`src/hw/systolic_pkg.sv`:
```
`default_nettype none

package systolic_pkg;

  // Q4.12 operand, used for the left operands and the up weights
  typedef logic signed [15:0] operand_t;

  // Q4.12 dot-product result, truncated and wrapping
  typedef logic signed [15:0] result_t;

  // Q8.24 product of two operands
  typedef logic signed [31:0] product_t;

  // Headroom for long vectors before truncation
  typedef logic signed [39:0] acc_t;

  // Shift from product scale back to result scale
  // Result sits in accumulator bits 27 down to 12
  localparam int FRAC_BITS = 12;

  // Element control states
  typedef enum logic {
    IDLE_ACC = 1'b0,
    EXPORT   = 1'b1
  } pe_state_t;

endpackage

`default_nettype wire

```
`src/hw/axis_if.sv`:
```
`timescale 1ns/100ps
`default_nettype none

// Valid/ready stream with last marker
// A word moves on a cycle where valid and ready are both high
interface axis_if;

  // Payload, every stream in the row carries 16 bits
  systolic_pkg::operand_t data;
  logic                   last;

  // Handshake
  logic                   valid;
  logic                   ready;

  // Producer side
  modport source (
    output data,
    output valid,
    output last,
    input  ready
  );

  // Consumer side
  modport sink (
    input  data,
    input  valid,
    input  last,
    output ready
  );

endinterface

`default_nettype wire

```
`src/hw/axis_skid_buffer.sv`:
```
`timescale 1ns/100ps
`default_nettype none

// Two-entry skid buffer
// Input ready comes straight from a flop, yet one word per cycle still passes
module axis_skid_buffer (
  input  wire  clk,
  input  wire  reset,
  axis_if.sink   in,
  axis_if.source out
);

  // Last bit rides on top of the data
  localparam int WORD_W = $bits(systolic_pkg::operand_t) + 1;

  // Main entry drives the output
  logic              main_valid;
  logic [WORD_W-1:0] main_word;

  // Skid entry catches the word in flight when output stalls
  logic              skid_valid;
  logic [WORD_W-1:0] skid_word;

  // Registered input ready
  logic              in_ready_r;

  logic [WORD_W-1:0] in_word;
  logic              accept;
  logic              pop;

  assign in_word = {in.last, in.data};
  assign accept  = in.valid & in_ready_r;
  assign pop     = main_valid & out.ready;

  assign in.ready  = in_ready_r;
  assign out.valid = main_valid;
  assign out.data  = main_word[WORD_W-2:0];
  assign out.last  = main_word[WORD_W-1];

  // Occupancy and ready
  always_ff @(posedge clk) begin
    if (reset) begin
      main_valid <= 1'b0;
      skid_valid <= 1'b0;
      in_ready_r <= 1'b1;
    end else if (skid_valid) begin
      // Both full, input is closed until the main entry drains
      if (pop) begin
        skid_valid <= 1'b0;
        in_ready_r <= 1'b1;
      end
    end else if (accept) begin
      if (main_valid && !pop) begin
        // Output stalled, park the word and close the input
        skid_valid <= 1'b1;
        in_ready_r <= 1'b0;
      end else begin
        main_valid <= 1'b1;
      end
    end else if (pop) begin
      main_valid <= 1'b0;
    end
  end

  // Payload moves with the same decisions
  always_ff @(posedge clk) begin
    if (skid_valid) begin
      // Refill main from skid
      if (pop) begin
        main_word <= skid_word;
      end
    end else if (accept) begin
      if (main_valid && !pop) begin
        skid_word <= in_word;
      end else begin
        main_word <= in_word;
      end
    end
  end

endmodule

`default_nettype wire

```
`src/hw/pe_control.sv`:
```
`timescale 1ns/100ps
`default_nettype none

// Control unit of one element
// Decides when a pair is consumed, when a vector ends and when the result leaves
module pe_control #(
  parameter int PE_POSITION = 0,
  parameter int PE_COUNT    = 4
) (
  input  wire  clk,
  input  wire  reset,

  // Buffered input heads
  input  wire  left_valid,
  input  wire  up_valid,
  input  wire  left_last,
  input  wire  up_last,

  // Downstream readiness
  input  wire  right_ready,
  input  wire  down_ready,

  output logic consume,
  output logic first_pair,
  output logic export_rslt,
  output logic err_unaligned
);

  // Last element has no right neighbour, its operands are dropped
  localparam bit IS_LAST = (PE_POSITION == PE_COUNT - 1);

  systolic_pkg::pe_state_t state;
  systolic_pkg::pe_state_t state_next;

  // Next consumed pair opens a new vector
  logic new_vector;
  logic pair_last;

  assign pair_last = left_last | up_last;

  // Both heads present, no result waiting, right side can take the operand
  assign consume = left_valid & up_valid &
                   (state == systolic_pkg::IDLE_ACC) &
                   (right_ready | IS_LAST);

  assign first_pair  = new_vector;
  assign export_rslt = (state == systolic_pkg::EXPORT);

  always_comb begin
    state_next = state;
    case (state)
      systolic_pkg::IDLE_ACC: begin
        // End of vector on either stream
        if (consume && pair_last) begin
          state_next = systolic_pkg::EXPORT;
        end
      end
      systolic_pkg::EXPORT: begin
        // Hold the result until the down side takes it
        if (down_ready) begin
          state_next = systolic_pkg::IDLE_ACC;
        end
      end
      default: state_next = systolic_pkg::IDLE_ACC;
    endcase
  end

  always_ff @(posedge clk) begin
    if (reset) begin
      state         <= systolic_pkg::IDLE_ACC;
      new_vector    <= 1'b1;
      err_unaligned <= 1'b0;
    end else begin
      state <= state_next;
      if (consume) begin
        new_vector <= pair_last;
      end
      // One-cycle pulse when only one stream ends here
      err_unaligned <= consume & (left_last ^ up_last);
    end
  end

endmodule

`default_nettype wire

```
`src/hw/processing_element.sv`:
```
`timescale 1ns/100ps
`default_nettype none

// One node of the row
// Multiplies operand and weight pairs, sums them, exports the dot product
module processing_element #(
  parameter int PE_POSITION = 0,
  parameter int PE_COUNT    = 4
) (
  input  wire    clk,
  input  wire    reset,
  axis_if.sink   left,
  axis_if.sink   up,
  axis_if.source right,
  axis_if.source down,
  output wire    err_unaligned
);

  localparam bit IS_LAST = (PE_POSITION == PE_COUNT - 1);

  // Buffered heads of both input streams
  axis_if left_buf ();
  axis_if up_buf ();

  // Control outputs
  logic consume;
  logic first_pair;
  logic export_rslt;

  // Datapath
  systolic_pkg::product_t product;
  systolic_pkg::acc_t     acc;
  systolic_pkg::result_t  result;

  axis_skid_buffer left_skid (
    .clk   (clk),
    .reset (reset),
    .in    (left),
    .out   (left_buf)
  );

  axis_skid_buffer up_skid (
    .clk   (clk),
    .reset (reset),
    .in    (up),
    .out   (up_buf)
  );

  pe_control #(
    .PE_POSITION (PE_POSITION),
    .PE_COUNT    (PE_COUNT)
  ) control (
    .clk           (clk),
    .reset         (reset),
    .left_valid    (left_buf.valid),
    .up_valid      (up_buf.valid),
    .left_last     (left_buf.last),
    .up_last       (up_buf.last),
    .right_ready   (right.ready),
    .down_ready    (down.ready),
    .consume       (consume),
    .first_pair    (first_pair),
    .export_rslt   (export_rslt),
    .err_unaligned (err_unaligned)
  );

  // Both heads leave together
  assign left_buf.ready = consume;
  assign up_buf.ready   = consume;

  // Signed Q4.12 times Q4.12 gives Q8.24
  assign product = left_buf.data * up_buf.data;

  // First pair of a vector loads, later pairs add
  always_ff @(posedge clk) begin
    if (consume) begin
      if (first_pair) begin
        acc <= systolic_pkg::acc_t'(product);
      end else begin
        acc <= acc + systolic_pkg::acc_t'(product);
      end
    end
  end

  // Truncate back to Q4.12, upper bits wrap away
  assign result = acc[systolic_pkg::FRAC_BITS +: $bits(systolic_pkg::result_t)];

  // Operand forwarding
  // Offered only while a pair could be consumed, so valid holds until it moves
  // Last element keeps right valid low
  assign right.data  = left_buf.data;
  assign right.last  = left_buf.last;
  assign right.valid = IS_LAST ? 1'b0 : (left_buf.valid & up_buf.valid & ~export_rslt);

  // Result output
  // Down last marks the bottom lane of the row
  assign down.data  = result;
  assign down.valid = export_rslt;
  assign down.last  = IS_LAST;

endmodule

`default_nettype wire

```
`src/hw/pe_row.sv`:
```
`timescale 1ns/100ps
`default_nettype none

// One row of the systolic array
// Shared operand stream runs left to right, each lane has its own weights and result
module pe_row #(
  parameter int PE_COUNT = 4
) (
  input  wire clk,
  input  wire reset,

  // Shared operand input
  input  wire systolic_pkg::operand_t left_data,
  input  wire                         left_valid,
  output wire                         left_ready,
  input  wire                         left_last,

  // Per-lane weights
  input  wire systolic_pkg::operand_t [PE_COUNT-1:0] up_data,
  input  wire [PE_COUNT-1:0]                         up_valid,
  output wire [PE_COUNT-1:0]                         up_ready,
  input  wire [PE_COUNT-1:0]                         up_last,

  // Per-lane results
  output wire systolic_pkg::result_t [PE_COUNT-1:0] down_data,
  output wire [PE_COUNT-1:0]                        down_valid,
  input  wire [PE_COUNT-1:0]                        down_ready,
  output wire [PE_COUNT-1:0]                        down_last,

  output wire [PE_COUNT-1:0] err_unaligned
);

  // Operand chain, link j feeds element j
  axis_if left_chain [PE_COUNT+1] ();

  assign left_chain[0].data  = left_data;
  assign left_chain[0].valid = left_valid;
  assign left_chain[0].last  = left_last;
  assign left_ready          = left_chain[0].ready;

  // Nothing sits right of the last element
  assign left_chain[PE_COUNT].ready = 1'b1;

  for (genvar j = 0; j < PE_COUNT; j++) begin : g_pe
    axis_if up_if ();
    axis_if down_if ();

    assign up_if.data  = up_data[j];
    assign up_if.valid = up_valid[j];
    assign up_if.last  = up_last[j];
    assign up_ready[j] = up_if.ready;

    assign down_data[j]  = down_if.data;
    assign down_valid[j] = down_if.valid;
    assign down_last[j]  = down_if.last;
    assign down_if.ready = down_ready[j];

    processing_element #(
      .PE_POSITION (j),
      .PE_COUNT    (PE_COUNT)
    ) pe (
      .clk           (clk),
      .reset         (reset),
      .left          (left_chain[j]),
      .up            (up_if),
      .right         (left_chain[j+1]),
      .down          (down_if),
      .err_unaligned (err_unaligned[j])
    );
  end

endmodule

`default_nettype wire

```
`config.mk`:
```
export PLATFORM = sky130hd
export DESIGN_NAME = pe_row
export DESIGN_NICKNAME = d
export VERILOG_FILES = /design/src/hw/systolic_pkg.sv /design/src/hw/axis_if.sv /design/src/hw/axis_skid_buffer.sv /design/src/hw/pe_control.sv /design/src/hw/processing_element.sv /design/src/hw/pe_row.sv
export SDC_FILE = /design/constraint.sdc
export NUM_CORES = 2
export LEC_CHECK = 0
export BUFFER_PORTS_ARGS = -buffer_cell sky130_fd_sc_hd__buf_2
export CORE_MARGIN = 1
export CORE_UTILIZATION = 55
export CTS_CLUSTER_DIAMETER = 40
export DETAILED_ROUTE_END_ITERATION = 10
export PLACE_DENSITY = 0.72
export SYNTH_ARGS = -nofsm -noshare
export SYNTH_HDL_FRONTEND = slang
export SYNTH_SLANG_ARGS = --single-unit
```
`constraint.sdc`:
```
create_clock -name clk -period 9.1 [get_ports clk]
set_input_delay 1.365 -clock clk [delete_from_list [all_inputs] [get_ports clk]]
set_output_delay 1.365 -clock clk [all_outputs]
set_load 0.05 [all_outputs]
```
After elaboration in Yosys (flattened, before gate mapping)
Index checks and enable logic that the tools add are counted.
- add/sub/neg operators: 4
- multipliers: 4
- equal/unequal tests: 24
- multiplexer cells: 136
- bitwise logic cells: 48
- reduce and logical (&&, ||, !) cells: 76
- operators by type and width (kind ; number):
    2-to-1 mux 17 bit ; 32
    adder 40 x 32 -> 40 bit ; 4
    2-to-1 mux 40 bit ; 4
    multiplier 16 x 16 -> 32 bit ; 4
    2-to-1 mux 1 bit ; 96
    AND reduction 3 bit ; 32
    nonzero test 2 bit ; 24
    inequality test 2 bit (second input constant) ; 16
    bitwise AND 1 bit ; 28
    inequality test 2 x 1 -> 1 bit (second input constant) ; 8
    logical AND 1 bit ; 12
    NOT 1 bit ; 12
    logical NOT 1 bit ; 8
    case mux 1 bit (2 select lines) ; 4
    OR 1 bit ; 4
    XOR 1 bit ; 4
- register bits after elaboration: 468
- output and inout bits: 81
- word-level logic and storage cells: 348

Longest topological paths before layout
- depth after elaboration: 9
- depth in mapped cells: 35

Modules after synthesis
From an unflattened synthesis, not the netlist that was laid out.
- cell total of the unflattened synthesis: 5786
- area, all modules: 58428.5 µm²
- modules (own cells, without submodules) (module ; times used ; cells an instance ; area each (µm²)):
    processing_element at g_pe[2].pe ; 1 ; 1301 ; 11703.7
    processing_element at g_pe[0].pe ; 1 ; 1300 ; 11578.6
    processing_element at g_pe[1].pe ; 1 ; 1289 ; 11514.8
    processing_element at g_pe[3].pe ; 1 ; 1274 ; 11486.0
    axis_skid_buffer ; 8 ; 69 ; 1428.9
    pe_control at g_pe[0].pe.control ... ; 3 ; 14 ; 153.9
    pe_control at g_pe[3].pe.control ; 1 ; 15 ; 158.9
    pe_row ; 1 ; 13 ; 93.8

Worst setup path before layout
No wires, ideal clock.
- path kind: reg-to-reg
- from: register g_pe[0].pe.left_skid.main_word[10]
- to: register g_pe[0].pe.acc[26], data pin
- arrival: 7370 ps
- required time: 8840 ps
- setup slack: 1469 ps
- stages on the path, launching flop included: 31
- buffers on the path: 1
- clock period less this slack: 7631 ps
- cells stage by stage: edfxtp_1 -> clkbuf_1 -> nand2_1 -> fa_1 -> fa_1 -> fa_1 -> fa_1 -> inv_1 -> fa_1 -> inv_1 -> fa_1 -> inv_1 -> ha_1 -> nor2_1 -> a21oi_1 -> a21o_1 -> o211a_1 -> o41ai_2 -> inv_1 -> a21oi_1 -> xnor2_1 -> ha_1 -> and4_1 -> a221o_1 -> a41o_1 -> o31a_1 -> o21ai_1 -> nand2b_1 -> a31o_2 -> xor2_1 -> mux2_4
- word-level cells in the longest chain between the ends: 3
- ends and longest elaborated chain (item ; line ; RTL):
    start: declaration ; axis_skid_buffer.sv:18 ; logic [WORD_W-1:0] main_word;
    start signal: assignment ; axis_skid_buffer.sv:70 ; main_word <= skid_word;
    start signal: assignment ; axis_skid_buffer.sv:76 ; main_word <= in_word;
    multiplier 16 x 16 -> 32 bit (*) ; processing_element.sv:72 ; assign product = left_buf.data * up_buf.data;
    adder 40 x 32 -> 40 bit ; processing_element.sv:80 ; acc <= acc + systolic_pkg::acc_t'(product);
    2-to-1 mux 40 bit (*) ; processing_element.sv:77 ; if (first_pair) begin
    end signal: assignment ; processing_element.sv:78 ; acc <= systolic_pkg::acc_t'(product);
    end signal: assignment ; processing_element.sv:80 ;
    end: declaration ; processing_element.sv:32 ; systolic_pkg::acc_t acc;
Every way passes the cells marked *; elsewhere a longest branch is shown, timed or not.
A chain may end at the register's enable or synchronous reset.

Final worst setup path
- from: register g_pe[0].pe.left_skid.main_word[4]
- to: register g_pe[0].pe.acc[26], data pin
The elaborated chain is that of the path after synthesis.

==> run_results.csv <==
group,metric,value,unit
status,status,"finished, final reports clean",
synthesis,synth_edf_count,384,
sta,finalSetupViolations,0,
floorplan,fp-row-count,117,
synthesis,synth_top_family_by_area,"adder cells",
setup_path,crit_arrival,8.78,ns
route,dr.pass1.iters,6,
clocking,root_buffer,"clkbuf_16",
clocking,clockBufferDepth,3,
synthesis,ys_seq_elements,420,
sta,rsz0062_at_grt,"false",
route,ant_nets,0,
floorplan,io-pin-count,177,
setup_path,cp-end-kind,"flop",
clocking,cts-buffers-inserted,81,
sta,hold_ws,0.436,ns
clocking,clk_pin_slew,0.06,ns
floorplan,die_h,323,um
placement,dp_hpwl,102000,um
clocking,htree_levels,3,
synthesis,ys_seq_area_frac,0.216,
global_route,first_global_vias,40900,
synthesis,synth_fa_ha_area_frac,0.418,
route,wire_per_inst,18.3,um
floorplan,floorplan.initialDensity,0.556,
setup_path,crit_slowest_cell,"edfxtp_1",
setup_path,cp_max_fo,18,
worst_hold_path,holdCritPathClass,"flop to flop",
worst_hold_path,hold_start,"g_pe[2].pe.left_skid.main_word[16]",
synthesis,syn_inst,5654,
sta,finalHoldViolCount,0,
route,drc,0,
worst_hold_path,whs_path_depth,0,
floorplan,core_area,102000,sq um
synthesis,ys_warn_count,0,
synthesis,syn_area,56700,sq um
synthesis,synth-compound-area-share,0.0677,
setup_path,r2r_cells,31,
clocking,cts_setup_buffers,0,
final_layout,post-route-util,0.600,
setup_path,r2r_setup_slack,0.73,ns
sta,finalCritPeriodShare,0.919,
setup_path,crit_path_start_kind,"flop",
worst_hold_path,hold_end,"g_pe[3].pe.left_skid.skid_word[16]",
setup_path,timing_worst_setup_path_type,"flop to flop",
synthesis,muxShareOfSynthArea,0.0318,
sta,max-slew-margin-rel,0.229,
final_layout,design_area,61200,sq um
clocking,clock_sinks,420,
global_route,grt_overflow,0,
synthesis,synth.distinct_cells,82,
final_layout,nets,7127,
sta,finClkSkew,0.0522,ns
final_layout,final_cell_mix,"inv_1 (1,146), fa_1 (920), nand2_1 (618), and2_1 (480), ha_1 (424)",
run,drv_cap,0,
synthesis,synthFlopType,"edfxtp_1",
synthesis,async_flop_share,0,
route,num_vias,38700,
setup_path,max_stage_delay,0.68,ns
placement,gp_congestion,0.873,
synthesis,synth_simple_gate_area_frac,0.127,
route,dr.first_iter.drc_count,2602,
setup_path,rr_endpoint,"g_pe[0].pe.acc[26]",
clocking,post_cts_resized,0,
final_layout,final_common_cell,"inv_1",
synthesis,avgSynthCellArea,10.0,sq um
clocking,cts_hold_buffers,0,
sta,maxSlewViolCount,0,
sta,fmax,120,MHz
route,viasPerCell,5.44,
synthesis,synthXorXnorAreaFrac,0.0405,
placement,io_buffers,172,
setup_path,required,9.51,ns
sta,tightest_slew,1.16,ns
setup_path,crit_top_cell,"inv_1",
clocking,cts_tree,"yes",
global_route,grt.total_usage,0.263,
clocking,insertion_delay,0.70,ns
floorplan,die-width,323,um
placement,place_area,58300,sq um
setup_path,r2r_start,"g_pe[0].pe.left_skid.main_word[4]",
setup_path,startpoint,"g_pe[0].pe.left_skid.main_word[4]",
global_route,antenna_found_initial,0,
global_route,grt_pass1_wl,216000,um
final_layout,n_antenna_cell,0,
global_route,grt_max_degree,53,
final_layout,drive_gt1_frac,0.0921,
route,drt-total-wl,131000,um
sta,fin_setup_tns,0,ns
final_layout,syn_to_final_growth,8.01,%
sta,fin_crit,8.37,ns
floorplan,dieArea,104000,sq um
==> layout make-up <==
class | count | area (sq um)
multi-input combinational | 3830 | 38900
tap | 1368 | 1710
clock inverter | 63 | 903
fill | 8504 | 40800
inverter | 1151 | 4320
timing repair buffer | 203 | 1090
sequential | 420 | 12300
clock buffer | 89 | 2080
==> worst max-delay path by stage <==
stage | endpoint | slack (ns) | depth (start not counted)
detailed placement | g_pe[2].pe.acc[27] | 0.79 | 26
CTS | g_pe[3].pe.acc[26] | 0.77 | 30
finish | g_pe[0].pe.acc[26] | 0.73 | 31
global placement | g_pe[2].pe.acc[27] | 0.84 | 26
floorplan | g_pe[0].pe.acc[26] | 1.47 | 30
global route | g_pe[2].pe.acc[27] | 0.19 | 26
==> metal layers <==
layer  wire length, um  vias to the layer above  GRT usage
met5                 0                        -          0
met4              4280                        0     0.0918
met3              8260                      262     0.0446
met2             64500                     1183      0.440
met1             53500                    19500      0.344
li1                  -                    17700          -
==> kinds of logic after synthesis <==
family / after synthesis
XOR/XNOR: 259
AO/OA/AOI/OAI: 600
AND/OR/NAND/NOR: 1463
flip-flops: 420
other: 2
multiplexers: 160
adder cells (fa/ha/maj): 1344
buffers and inverters: 1406
==> synth_stat cells, types with 155 or more instances <==
cell type | number | area, sq um
o21ai_0 | 155 | 776
ha_1 | 424 | 5310
nand2_1 | 618 | 2320
clkbuf_1 | 166 | 623
xnor2_1 | 179 | 1570
mux2_2 | 158 | 1780
nor2_1 | 159 | 597
a21oi_1 | 156 | 781
edfxtp_1 | 384 | 11500
fa_1 | 920 | 18400
inv_1 | 1146 | 4300
and2_1 | 480 | 3000
==> flip-flops by register name, indices dropped and copies added (netlist names) <==
register / cells
g_pe.pe.acc: 112
g_pe.pe.control.err_unaligned: 4
g_pe.pe.control.export_rslt: 4
g_pe.pe.control.first_pair: 4
g_pe.pe.left_skid.in.ready: 4
g_pe.pe.left_skid.main_word: 68
g_pe.pe.left_skid.out.valid: 4
g_pe.pe.left_skid.skid_valid: 4
g_pe.pe.left_skid.skid_word: 68
g_pe.pe.up_skid.in.ready: 4
g_pe.pe.up_skid.main_word: 68
g_pe.pe.up_skid.out.valid: 4
g_pe.pe.up_skid.skid_valid: 4
g_pe.pe.up_skid.skid_word: 68
==> stage by stage <==
step / worst slack, ns / std cells
detailed placement: 0.793 / 6972
global route: 0.185 / 7124
global placement: 0.838 / 6972
floorplan: 1.47 / 5656
CTS: 0.769 / 7124
finish: 0.733 / 7124
==> critical path: cells and delay by family, from the launching register on <==
| kind | cells | cell delay, ns |
|---|---|---|
| AO/OA/AOI/OAI | 11 | 2.67 |
| XOR/XNOR | 2 | 0.39 |
| adder cells (fa/ha/maj) | 8 | 3.25 |
| buffers and inverters | 6 | 0.31 |
| flip-flops | 1 | 0.68 |
| multiplexers | 1 | 0.26 |
| AND/OR/NAND/NOR | 3 | 0.52 |
Power is not shown: default switching activity piles up to over one toggle a cycle in this logic, so the estimate is an artifact.
